--- config.mk ---
export PLATFORM = sky130hd
export DESIGN_NAME = instr_mem
export DESIGN_NICKNAME = d
export VERILOG_FILES = /design/src/common/mips_pkg.sv /design/src/fetch/instr_mem.sv
export SDC_FILE = /design/constraint.sdc
export NUM_CORES = 2
export LEC_CHECK = 0
export BUFFER_PORTS_ARGS = -buffer_cell sky130_fd_sc_hd__buf_2
export CORE_UTILIZATION = 50
export CTS_CLUSTER_DIAMETER = 80
export DETAILED_ROUTE_END_ITERATION = 8
export PLACE_DENSITY_LB_ADDON = 0.15
export SLEW_MARGIN = 20
export SYNTH_ARGS = -nofsm -noshare
export SYNTH_HDL_FRONTEND = slang
export SYNTH_SLANG_ARGS = --single-unit
--- constraint.sdc ---
create_clock -name i_clk -period 3.63 [get_ports i_clk]
set_input_delay 0.1815 -clock i_clk [delete_from_list [all_inputs] [get_ports i_clk]]
set_output_delay 0.1815 -clock i_clk [all_outputs]
set_load 0.05 [all_outputs]
--- src/common/mips_pkg.sv ---
package mips_pkg;

    //////////////////////////////////////////////////////////////////////
    // Basic widths
    //////////////////////////////////////////////////////////////////////

    // Data, instruction and PC word
    typedef logic [31:0] word_t;

    // Register file index
    typedef logic [4:0] reg_idx_t;

    // Primary opcode and R-type function field
    typedef logic [5:0] opcode_t;
    typedef logic [5:0] funct_t;

    //////////////////////////////////////////////////////////////////////
    // Enumerations
    //////////////////////////////////////////////////////////////////////

    // Operations understood by the ALU
    typedef enum logic [3:0] {
        ALU_ADD,
        ALU_SUB,
        ALU_AND,
        ALU_OR,
        ALU_NOR,
        ALU_XOR,
        ALU_SLT,
        ALU_SLL,
        ALU_PASS_B
    } alu_op_t;

    // Sequential core FSM
    typedef enum logic [1:0] {
        IDLE,
        FETCH,
        EXEC,
        HALTED
    } core_state_t;

    //////////////////////////////////////////////////////////////////////
    // Instruction encodings
    //////////////////////////////////////////////////////////////////////

    // Primary opcodes
    localparam opcode_t OP_RTYPE = 6'b000000;
    localparam opcode_t OP_J     = 6'b000010;
    localparam opcode_t OP_BEQ   = 6'b000100;
    localparam opcode_t OP_ADDI  = 6'b001000;
    localparam opcode_t OP_SLTI  = 6'b001010;
    localparam opcode_t OP_ORI   = 6'b001101;
    localparam opcode_t OP_LW    = 6'b100011;
    localparam opcode_t OP_SW    = 6'b101011;

    // R-type function codes
    localparam funct_t F_SLL  = 6'b000000;
    localparam funct_t F_ADD  = 6'b100000;
    localparam funct_t F_SUB  = 6'b100010;
    localparam funct_t F_SUBU = 6'b100011;
    localparam funct_t F_AND  = 6'b100100;
    localparam funct_t F_OR   = 6'b100101;
    localparam funct_t F_XOR  = 6'b100110;
    localparam funct_t F_NOR  = 6'b100111;
    localparam funct_t F_SLT  = 6'b101010;

    // Stops the core, retires no record
    localparam word_t HALT_WORD = 32'hffff_ffff;

endpackage

--- src/fetch/instr_mem.sv ---
`timescale 1ns/10ps

module instr_mem
    import mips_pkg::*;
#(
    parameter  int IMEM_WORDS = 64,
    localparam int IMEM_AW    = $clog2(IMEM_WORDS)
)
(
    input  logic               i_clk,
    input  logic               reset,
    input  word_t              fetch_pc,
    output word_t              instr,
    input  logic               imem_we,
    input  logic [IMEM_AW-1:0] imem_addr,
    input  word_t              imem_wdata
);

    // Program storage, one word per entry
    word_t mem [IMEM_WORDS];

    // Load port, one word per cycle
    always_ff @(posedge i_clk)
    begin
        if (imem_we)
        begin
            mem[imem_addr] <= imem_wdata;
        end
    end

    // Synchronous read, byte PC with the two low bits dropped
    always_ff @(posedge i_clk)
    begin
        if (reset)
        begin
            instr <= '0;
        end
        else
        begin
            instr <= mem[fetch_pc[IMEM_AW+1:2]];
        end
    end

endmodule

# Word-level counts from Yosys, hierarchy flattened
# Memory sizes are Yosys's and may differ from the RTL's. A register that Yosys moved wholly into a read port is not among the register bits.
# Cells that the tools add are included.
# word_totals
wordCells	3
regBits	0
n_memories	1
ram_bits	2048
# op_classes
mux	2
# memory_table
name	depth	word_bits	rd	rd_ports_with_merged_regs	wr	line_no	text
mem	64	32	1	1	1	instr_mem.sv:20	word_t mem [IMEM_WORDS];
# ops
op	n
$mux 1	2

# Logic depth before layout (Yosys ltp)
# depth
depth_word	2
depth_mapped	11
depth_no_buf	5

# Worst setup path before layout
# No wires, ideal clock.
# synth_timing
path_type	input to register
start	in imem_addr[3]
end	mem mem[48][0] in the netlist's numbering, enable pin
required_time_ns	3.169
setup_time_ns	0.461
stages	4
slack_ns	0.289
arrival_time_ns	2.880
cell_sequence	clkbuf_1 nor2b_1 nand4b_1 nor3_1
# synth_lines
item	line_no	text
from (decl)	instr_mem.sv:15	input logic [IMEM_AW-1:0] imem_addr,
to (decl)	instr_mem.sv:20	
# No word-level cell before the write port.

==> impl_metrics.csv <==
group,metric,value,unit
outcome,status,"complete, no violations",
setup_path,critPathKind,"in -> reg",
synth,syn_inst,3386,
layout,area_growth,14.80,%
timing,rsz0062_at_grt,"false",
timing,fmax,373.3,MHz
grt,grtUsageMet1,37.16,%
grt,grt_pass1_vias,39070,
place,io_buffers,78,
grt,grtUsageMet2,42.81,%
grt,grt_pass1_wl,293800,µm
synth,synth_edf_count,2048,
setup_path,required,4.40,ns
worst_hold_path,whs_path_depth,1,
setup_path,crit_path_max_fanout,18,
clock_network,cts_resized,0,
place,gp_congestion,0.7844,
clock_network,clk_latency,0.84,ns
place,dp.cells,5551,
timing,clock_skew,0.02593,ns
synth,syn_nets,3459,
timing,period_share,73.79,%
place,placed_cell_area,83900,µm²
synth,synth_area,79360,µm²
synth,ys_seq_area_share,78.30,%
timing,tns,0,ns
place,hpwl,119400,µm
setup_path,slowest_stage,"dlygate4sd3_1",
setup_path,regToRegSetupSlack,1.15,ns
synth,yosys.cell_types.count,56,
layout,nets,3811,
setup_path,path_buf_inv,5,
setup_path,slowest_delay,0.61,ns
timing,tightest_slew,1.150,ns
synth,dominantRegCellSynth,"edfxtp_1",
drt,initialDrtViolationCount,4121,
synth,yosysWarnings,0,
floorplanning,core,156900,µm²
synth,syn_area_per_cell,23.44,µm²
timing,setup-violations-final,0,
setup_path,reg2regPathDepth,5,
floorplanning,die_y,400.4,µm
layout,finalNonFillerCells,5980,
floorplanning,io_pins,105,
drt,antenna_left,0,
drt,firstDrtPassIters,5,
timing,finalHoldViolations,0,
run,drv_cap,0,
clock_network,cts.htree.levels,4,
grt,busiest_layer,"met2",
floorplanning,die_w,400.4,µm
floorplanning,initial_core_util,50.57,%
synth,synth-seq-cells,2080,
layout,drive_gt1_share,31.29,%
timing,slew_viol_final,0,
clock_network,post_cts_buffers,0,
drt,route.detailed.drc,0,
drt,wl_per_cell,35.05,µm
clock_network,root_buffer,"clkbuf_16",
layout,fin_area,91110,µm²
layout,fillers,11050,
grt,use_met3,4.367,%
worst_hold_path,hold_class,"in -> reg",
clock_network,cts_buffers,209,
grt,grt_util_all_layers,26.39,%
clock_network,clockBufferDepth,3,
setup_path,crit_family,"buffers and inverters",
drt,via_per_inst,6.385,
setup_path,start_kind,"input pin",
setup_path,cp-end-kind,"flop",
clock_network,cts_tree,"done",
grt,grt_antenna_before_repair,10,
setup_path,cp.depth,8,
floorplanning,rows,145,
synth,async_reset_ff_share,0,%
timing,layout_min_cycle_time,2.679,ns
power,peakVddDrop,0.5205,mV
clock_network,cts.clk_slew.worst_paths,0.06,ns
setup_path,crit_chain,"dlygate4sd3_1 -> buf_4 -> inv_2 -> buf_4 -> mux2i_1 -> o22ai_1 -> a211oi_1 -> dlygate4sd3_1",
grt,grt_overflow,0,
power,p_leak,28.81,nW
drt,wl,209600,µm
clock_network,clock_sinks,2080,
drt,vias,38180,
timing,worst_slew_margin_rel,23.32,%
setup_path,arrival,3.45,ns
floorplanning,die_area,160300,µm²
grt,grt_max_degree,65,
power,p_per_area,554.5,nW/µm²
## state kept, by name, indices dropped and copies added, names as in the netlist
signal  cells
mem      2048
instr      32
## what timing repair did
action                                  CTS  global route
endpoints found under the setup margin    0             0
hold buffers                              7            23
endpoints found under the hold margin    52          1356
## cell usage in the layout, fill, tap and decap left out, types with 20 or more instances in the layout
master	instances
a22oi_1	21
buf_12	45
buf_2	54
buf_4	188
bufinv_16	20
clkbuf_1	66
clkbuf_16	212
clkinv_1	36
clkinv_2	30
dfxtp_1	32
dlygate4sd3_1	30
edfxtp_1	2048
mux2_2	37
mux2i_1	148
mux4_2	534
nand2_1	61
nand3_1	22
nor2_1	30
nor2_4	62
nor2b_1	21
o22ai_1	25
## layer usage
metal  vias up  part of all wire, %
met5         -                    0
li1      15230                    -
met1     20920                   40
met4         0                  3.0
met3       330                  7.8
met2      1700                   49
## worst register-to-register path, cell delays in order, from the launching register on
cell and delay, ns:
edfxtp_1 0.37, mux4_2 0.47, mux2i_1 0.29, mux4_2 0.48, a211oi_1 0.14, dlygate4sd3_1 0.60
## kinds of logic after synthesis
family,synth area share (%)
compound gates,1.441
buf+inv,1.308
flops,78.30
mux,17.55
simple gates,1.409
## cell usage after synthesis, types with 2 or more instances
cell type / instances / area (µm²)
mux2_2: 37 / 416.7
nor2b_1: 22 / 137.6
or3b_2: 2 / 17.52
edfxtp_1: 2048 / 61500
o22ai_1: 25 / 156.4
or3_1: 3 / 18.77
dfxtp_1: 32 / 640.6
inv_1: 2 / 7.510
o211ai_1: 10 / 75.07
nand3_1: 22 / 110.1
a22o_1: 2 / 17.52
nand3b_1: 3 / 22.52
a32oi_1: 3 / 26.28
mux2i_1: 148 / 1481
nor3_1: 8 / 40.04
o221ai_1: 11 / 96.34
a211o_1: 3 / 26.28
nand4_1: 4 / 25.02
and2_1: 5 / 31.28
buf_1: 23 / 86.33
a22oi_1: 21 / 157.7
or2_2: 3 / 18.77
a31o_2: 3 / 26.28
nand2_1: 61 / 229.0
clkbuf_1: 43 / 161.4
buf_4: 45 / 337.8
o31ai_1: 2 / 15.01
nor4_1: 4 / 25.02
a2111oi_0: 2 / 17.52
mux4_2: 534 / 12030
nor2_1: 93 / 349.1
a221oi_1: 7 / 61.31
buf_6: 13 / 146.4
buf_8: 2 / 30.03
a211oi_1: 14 / 105.1
buf_2: 53 / 265.3
a31oi_1: 11 / 68.82
nand2b_1: 8 / 50.05
a41oi_1: 2 / 17.52
o21ai_0: 16 / 80.08
a221o_1: 4 / 40.04
o2111ai_1: 3 / 26.28
a21oi_1: 16 / 80.08
## metrics by stage
stage / setup WS, ns / util (%) / power (mW) / hold WS [ns]
CTS: 0.9660 / 57.82 / 50.83 / 0.05186
global route: 0.9262 / 58.05 / 51.86 / 0.09780
global placement: 0.4393 / 53.46 / 29.69 / 0.6557
floorplan: 0.2887 / - / 28.60 / 0.2804
finish: 0.9514 / 58.06 / 50.52 / 0.06009
detailed placement: 0.3931 / 53.46 / 29.77 / 0.6558
## where the power goes
part | switching (mW) | internal (mW)
Sequential | 0.0795 | 26.6
Clock | 8.88 | 12.4
Combinational | 1.62 | 0.993
## cell type report
type                       instances  area (µm²)  share of cell area [%]
antenna                            4       10.01                 0.01099
clock buffer                     288        5690                   6.246
clock inverter                   103        1085                   1.191
inverter                           3       13.76                 0.01511
multi-input combinational       1124       16670                   18.29
sequential                      2080       62140                   68.20
tap                             2058        2575                   2.826
timing repair buffer             320        2928                   3.214
## final timing paths
| path | end | startpoint |
|---|---|---|
| hold reg to reg | instr[29]$_SDFF_PP0_ | mem[30][29]$_DFFE_PP_ |
| setup / recovery | instr[11]$_SDFF_PP0_ | fetch_pc[5] |
| setup reg to reg | instr[11]$_SDFF_PP0_ | mem[39][11]$_DFFE_PP_ |
| hold / removal | mem[33][12]$_DFFE_PP_ | imem_wdata[12] |
Power figures use the tool's default switching activity.
