### config.mk
export PLATFORM = sky130hd
export DESIGN_NAME = trace_port_flat
export DESIGN_NICKNAME = d
export VERILOG_FILES = /design/src/common/mips_pkg.sv /design/src/common/retire_if.sv /design/src/trace/trace_port.sv /design/src/flat_wrapper.sv
export SDC_FILE = /design/constraint.sdc
export NUM_CORES = 1
export LEC_CHECK = 0
export BUFFER_PORTS_ARGS = -buffer_cell sky130_fd_sc_hd__buf_2
export CELL_PAD_IN_SITES_DETAIL_PLACEMENT = 1
export CELL_PAD_IN_SITES_GLOBAL_PLACEMENT = 1
export CORE_UTILIZATION = 35
export CTS_CLUSTER_SIZE = 12
export DETAILED_ROUTE_END_ITERATION = 8
export MAX_ROUTING_LAYER = met4
export PLACE_DENSITY = 0.84
export SETUP_SLACK_MARGIN = 0.1
export SYNTH_ARGS = -nofsm -noshare
export SYNTH_HDL_FRONTEND = slang
export SYNTH_SLANG_ARGS = --single-unit
### constraint.sdc
create_clock -name i_clk -period 3 [get_ports i_clk]
set_input_delay 0.75 -clock i_clk [delete_from_list [all_inputs] [get_ports i_clk]]
set_output_delay 0.75 -clock i_clk [all_outputs]
set_load 0.01 [all_outputs]
### src/common/mips_pkg.sv
package mips_pkg;

    //////////////////////////////////////////////////////////////////////
    // Basic widths
    //////////////////////////////////////////////////////////////////////

    // Data, instruction and PC word
    typedef logic [31:0] word_t;

    // Register file index
    typedef logic [4:0] reg_idx_t;

    // Primary opcode and R-type function field
    typedef logic [5:0] opcode_t;
    typedef logic [5:0] funct_t;

    //////////////////////////////////////////////////////////////////////
    // Enumerations
    //////////////////////////////////////////////////////////////////////

    // Operations understood by the ALU
    typedef enum logic [3:0] {
        ALU_ADD,
        ALU_SUB,
        ALU_AND,
        ALU_OR,
        ALU_NOR,
        ALU_XOR,
        ALU_SLT,
        ALU_SLL,
        ALU_PASS_B
    } alu_op_t;

    // Sequential core FSM
    typedef enum logic [1:0] {
        IDLE,
        FETCH,
        EXEC,
        HALTED
    } core_state_t;

    //////////////////////////////////////////////////////////////////////
    // Instruction encodings
    //////////////////////////////////////////////////////////////////////

    // Primary opcodes
    localparam opcode_t OP_RTYPE = 6'b000000;
    localparam opcode_t OP_J     = 6'b000010;
    localparam opcode_t OP_BEQ   = 6'b000100;
    localparam opcode_t OP_ADDI  = 6'b001000;
    localparam opcode_t OP_SLTI  = 6'b001010;
    localparam opcode_t OP_ORI   = 6'b001101;
    localparam opcode_t OP_LW    = 6'b100011;
    localparam opcode_t OP_SW    = 6'b101011;

    // R-type function codes
    localparam funct_t F_SLL  = 6'b000000;
    localparam funct_t F_ADD  = 6'b100000;
    localparam funct_t F_SUB  = 6'b100010;
    localparam funct_t F_SUBU = 6'b100011;
    localparam funct_t F_AND  = 6'b100100;
    localparam funct_t F_OR   = 6'b100101;
    localparam funct_t F_XOR  = 6'b100110;
    localparam funct_t F_NOR  = 6'b100111;
    localparam funct_t F_SLT  = 6'b101010;

    // Stops the core, retires no record
    localparam word_t HALT_WORD = 32'hffff_ffff;

endpackage

### src/common/retire_if.sv
`timescale 1ns/10ps

// One retired-instruction record from core to trace port,
// with the credit flag coming back the other way
interface retire_if
    import mips_pkg::*;
();

    // Record moves in every cycle with rec_valid high
    logic     rec_valid;
    word_t    rec_pc;
    reg_idx_t rec_dest;
    word_t    rec_value;

    // At least one credit left in the trace port
    logic     has_credit;

    modport core (
        output rec_valid,
        output rec_pc,
        output rec_dest,
        output rec_value,
        input  has_credit
    );

    modport trace (
        input  rec_valid,
        input  rec_pc,
        input  rec_dest,
        input  rec_value,
        output has_credit
    );

endinterface

### src/trace/trace_port.sv
`timescale 1ns/10ps

module trace_port
    import mips_pkg::*;
#(
    parameter  int TRACE_CREDITS = 4,
    localparam int CW            = $clog2(TRACE_CREDITS + 1)
)
(
    input  logic     i_clk,
    input  logic     reset,
    retire_if.trace  ret,
    input  logic     trace_credit,
    output logic     trace_valid,
    output word_t    trace_pc,
    output reg_idx_t trace_dest,
    output word_t    trace_value
);

    // Records the receiver can still take
    logic [CW-1:0] credit_cnt;

    //////////////////////////////////////////////////////////////////////
    // Credit counter
    //////////////////////////////////////////////////////////////////////

    // Spend and return in one cycle cancel out
    always_ff @(posedge i_clk)
    begin
        if (reset)
        begin
            credit_cnt <= CW'(TRACE_CREDITS);
        end
        else
        begin
            case ({ret.rec_valid, trace_credit})
                2'b10:   credit_cnt <= credit_cnt - 1'b1;
                2'b01:   credit_cnt <= credit_cnt + 1'b1;
                default: credit_cnt <= credit_cnt;
            endcase
        end
    end

    assign ret.has_credit = (credit_cnt != '0);

    //////////////////////////////////////////////////////////////////////
    // Output register
    //////////////////////////////////////////////////////////////////////

    // Valid is one cycle behind rec_valid
    always_ff @(posedge i_clk)
    begin
        if (reset)
        begin
            trace_valid <= 1'b0;
        end
        else
        begin
            trace_valid <= ret.rec_valid;
        end
    end

    // Payload only loads with a record
    always_ff @(posedge i_clk)
    begin
        if (ret.rec_valid)
        begin
            trace_pc    <= ret.rec_pc;
            trace_dest  <= ret.rec_dest;
            trace_value <= ret.rec_value;
        end
    end

endmodule
### src/flat_wrapper.sv
// flat-port wrapper written by rule: the top's interface ports become plain ports
module trace_port_flat import mips_pkg::*;
#(
    parameter  int TRACE_CREDITS = 4,
    localparam int CW            = $clog2(TRACE_CREDITS + 1)
)
  (i_clk, reset, trace_credit, trace_valid, trace_pc, trace_dest, trace_value, ret_rec_valid, ret_rec_pc, ret_rec_dest, ret_rec_value, ret_has_credit);
  retire_if ret_i ();
  input  logic i_clk;
  input  logic reset;
  input  logic trace_credit;
  output logic trace_valid;
  output word_t trace_pc;
  output reg_idx_t trace_dest;
  output word_t trace_value;
  input wire logic [$bits(ret_i.rec_valid)-1:0] ret_rec_valid;
  input wire logic [$bits(ret_i.rec_pc)-1:0] ret_rec_pc;
  input wire logic [$bits(ret_i.rec_dest)-1:0] ret_rec_dest;
  input wire logic [$bits(ret_i.rec_value)-1:0] ret_rec_value;
  output wire logic [$bits(ret_i.has_credit)-1:0] ret_has_credit;
  assign ret_i.rec_valid = ret_rec_valid;
  assign ret_i.rec_pc = ret_rec_pc;
  assign ret_i.rec_dest = ret_rec_dest;
  assign ret_i.rec_value = ret_rec_value;
  assign ret_has_credit = ret_i.has_credit;
  trace_port #(.TRACE_CREDITS(TRACE_CREDITS)) u_core (.i_clk(i_clk), .reset(reset), .ret(ret_i), .trace_credit(trace_credit), .trace_valid(trace_valid), .trace_pc(trace_pc), .trace_dest(trace_dest), .trace_value(trace_value));
endmodule
# Word level (Yosys, flattened, before mapping)
# Index checks and enable logic that the tools add are counted.
[op_classes]
addsub = 2
eq_ne = 2
n_mul = 0
bitwise_logic = 0
n_lt_le_gt_ge = 0
muxes = 1
n_shift = 0
n_reduce_logical = 2
n_div = 0
[ops]
columns = ["operator", "n"]
rows = [
  ["case mux 3 bit (2 select lines)", 1],
  ["adder 3 x 1 -> 3 bit (second input constant)", 1],
  ["nonzero test 3 bit", 1],
  ["subtractor 3 x 1 -> 3 bit (second input constant)", 1],
  ["equality test 2 x 1 -> 1 bit (second input constant)", 1],
  ["equality test 2 bit (second input constant)", 1],
  ["nonzero test 2 bit", 1],
]
[totals]
regBits = 73
wordCells = 12
input_bits = 73
ram_bits = 0
out_inout_bits = 71
latch_bits = 0
romBits = 0
memories = 0

# Logic depth before layout (Yosys ltp)
[depth]
word_depth = 2
ltp_mapped = 7

# Worst setup path before layout
# OpenSTA, ideal clock, no wires.
[synth_path]
kind = "input -> register"
start = "in ret_rec_valid"
end = "reg u_core.credit_cnt[2]"
path_buffers = 0
setup_time_ps = 127
t_required_ps = 2873
cell_stages = 7
arrival_ps = 1962
setup_slack_ps = 911
path_cell_list = "inv_1 ha_1 inv_1 fa_1 xor2_1 o21ai_1 or3b_1"
[synth_via]
elab_chain_len = 2
elab_cells_between_ends = 4
cone_classes = "eq/ne: 2; mux: 1; reduce/logical: 1"
[synth_lines]
columns = ["element", "line_no", "rtl"]
rows = [
  ["start: declaration", "flat_wrapper.sv:16", "input wire logic [$bits(ret_i.rec_valid)-1:0] ret_rec_valid;"],
  ["equality test 2 x 1 -> 1 bit or equality test 2 bit (tied branches)", "trace_port.sv:36", "case ({ret.rec_valid, trace_credit})"],
  ["case mux 3 bit (2 select lines) or nonzero test 2 bit (tied branches)", "n/a", ""],
  ["end signal: assignment", "trace_port.sv:37", "2'b10: credit_cnt <= credit_cnt - 1'b1;"],
  ["end signal: assignment", "trace_port.sv:38", "2'b01: credit_cnt <= credit_cnt + 1'b1;"],
  ["end signal: assignment", "trace_port.sv:39", "default: credit_cnt <= credit_cnt;"],
  ["end: declaration", "trace_port.sv:21", "logic [CW-1:0] credit_cnt;"],
]
# Several ways; a longest one is shown, not always the timed one.
# A chain may end at the register's enable or synchronous reset.

# Worst setup path in the final report
# Same ends and word-level chain as after synthesis.

==> results.md <==
- Power Dens Cells: between 700 and 800 nW/um^2
- #FFs+latches synth: between 70 and 80
- Top-count cell post-synth: edfxtp_1
- Cells after synthesis: slightly below 90
- Syn_nets: 162
- PnR worst setup slack: 1.003 ns
- Status: finished clean
- ANT cells: 0
- Postcts setup bufs: 0
- Site row count: 28
- FILL cells: 606
- DP Worst Slack: between 0.6 and 0.7 ns
- Vias in the first global route: roughly 1,500
- Worst path required time: ~3.2 ns
- Dpl cells: ~300
- Synthesis Warnings: 0
- Final Cycle Share: between 60% and 70%
- Final design instance area without fill: between 3000 and 4000 sq um
- FFs w/ async S/R, synth: 0%
- Met2 Use GR: between 20% and 30%
- Global route hottest layer: met2
- Leak Pwr: approximately 1.5 nW
- Die Ht: ~82 um
- Via count: 1,405
- Post-DP Area: between 3000 and 4000 sq um
- Number of synthesized flops with an enable pin: 69
- Post-route ant nets: 0
- Die Area: slightly below 7000 sq um
- Slew Limit Headroom: between 40 and 50%
- Post-synth top flop: edfxtp_1
- Area contributors post-synth: edfxtp_1 92%, dfxtp_1 3.5%, fa_1 0.89%
- CP Launch Type: input pin
- Core ar.: about 6100 sq um
- Global routing usage on met1: 17.29%
- Post-route insts no fill: 322
- Multi-input gate area: 96.34 sq um
- Register area: between 2000 and 2500 sq um
- TNS Setup: 0 ns
- RSZ-0062 raised after global routing: no
- Post-synth cell types: 12
- Starting Density: between 30 and 40%
- Num CTS Buffers: 9
- IO Pins: between 100 and 150
- H-tree levels: 3
- Resized Gates After CTS: 0
- First-pass GRT wire length: around 7.5 mm
- Total power: 2.358 mW
- Area leader, netlist: edfxtp_1
- Hold Vio Cnt, Final: 0
- Final min period: 1.997 ns
- Area growth syn-to-layout: 46.92%
- Drt first pass iters: 4
- Mapped cell area: roughly 2300 sq um
- DRC viols: 0
- GRT overflow: 0
- Port Buf Inserts: 143
- Synth Area per Inst: between 20 and 30 sq um
- Hold Slack: 0.5769 ns
- Kind of critical path: in2reg
- Layout cells sized above 1: approximately two thirds
- TritonCTS Sinks: 73
- Fin Clk Skew: 0.0004677 ns
- Skew-Pair Late Insertion Delay: roughly 0.33 ns
- Post-route core utilization: about 55%
- DRT iter0 DRCs: between 40 and 50
- CTS Root Cell: clkbuf_8
- Top cell type's share of synthesized area: 91.85%
- Routed vias/inst: between 4 and 5
- GRT Overall Usage: 17.12%
- Routed wire length: between 5 and 6 mm
- Hold Crit Class: reg2reg
- Clk pin slew, worst setup/hold paths: 0.08 ns
- Final GP Congestion: between 0.7 and 0.8
- Finish-stage setup viols: 0
- Critical Path AT: 2.22 ns
- Max Clk Rate: around 0.50 GHz
- Initial antenna violation count: 0
- Max Cap Viol: 0
- Met3 Track Usage GR: 6.154%
- Setup crit end kind: register
- Crit-path max FO: 2
- Hold Buf Count CTS: 0
- Avg WL per Cell: 16.51 um
- Sequential share of the synthesized area: 95.40%
- Top cells by count, synth: 69 x edfxtp_1, 4 x dfxtp_1, 3 x nor2_1, 2 x inv_1, 2 x xor2_1
- Fin. max-slew vios: 0
- Peak supply drop: between 300 and 400 uV
- Layout Nets: 317
- Die width: about 82 um
- Worst Max-Slew Pin Slew: about 0.84 ns
- CTS tree: built
- Largest net degree at the start of global routing: 70
- Longest Clk Path Bufs: 2
[routing by layer]
| metal | share of wire, % | wire length (um) |
|---|---|---|
| met1 | 35 | 1851 |
| met3 | 11 | 562 |
| met2 | 52 | 2788 |
| met5 | 0 | 0 |
| met4 | 2.1 | 114 |
[sequential cells by signal (all words and copies together), names as in the netlist]
register / flops
u_core.trace_dest: 5
u_core.credit_cnt: 3
u_core.trace_pc: 32
u_core.trace_valid: 1
u_core.trace_value: 32
[cell families after synthesis]
| kind of cell | share of synthesized area, % |
|---|---|
| and+or+nand+nor | 1.387 |
| muxes | 0.4437 |
| buffers and inverters | 0.3329 |
| xor gates and xnor gates | 0.7766 |
| adders and majority gates | 1.442 |
| AOI/OAI and AO/OA | 0.2216 |
| DFF | 95.40 |
[worst max-delay path, stage by stage]
cell	delay (ns)
buf_2	0.11
inv_1	0.07
ha_1	0.20
inv_1	0.07
fa_1	0.37
xor2_1	0.17
o21ai_1	0.12
or3b_1	0.34
[report_power, final]
part | leakage (nW) | switching, mW | internal [mW] | total, mW
Combinational | 0.620 | 0.119 | 0.0974 | 0.216
Clock | 0.124 | 0.356 | 0.554 | 0.909
Sequential | 0.709 | 0.0262 | 1.21 | 1.23
[path summary, 6_finish.rpt]
path	slack, ns	start	endpoint	cells after the start
max reg2reg	1.46	u_core.credit_cnt[0]	u_core.credit_cnt[2]	4
min reg2reg	0.58	u_core.credit_cnt[1]	u_core.credit_cnt[1]	2
max	1.00	ret_rec_valid	u_core.credit_cnt[2]	8
min	0.58	u_core.credit_cnt[1]	u_core.credit_cnt[1]	2
[area by class of cell]
type | count | share of cell area (%)
tap | 75 | 2.831
sequential | 73 | 64.93
inverter | 2 | 0.2265
multi-input combinational | 12 | 2.907
timing repair buffer | 144 | 21.82
clock inverter | 7 | 3.549
clock buffer | 9 | 3.737
[placed cells by master (no fill, tap or decap)]
master / count
fa_1: 1
inv_1: 2
ha_1: 1
bufinv_16: 3
or3_1: 1
or3b_1: 1
clkbuf_8: 9
xor2_1: 2
nor3_1: 1
o21ai_1: 1
clkinv_2: 2
dfxtp_1: 4
buf_4: 1
clkinv_4: 1
nor2_1: 3
inv_6: 1
edfxtp_1: 69
mux2i_1: 1
buf_2: 143
(Power assumes the default switching activity.)
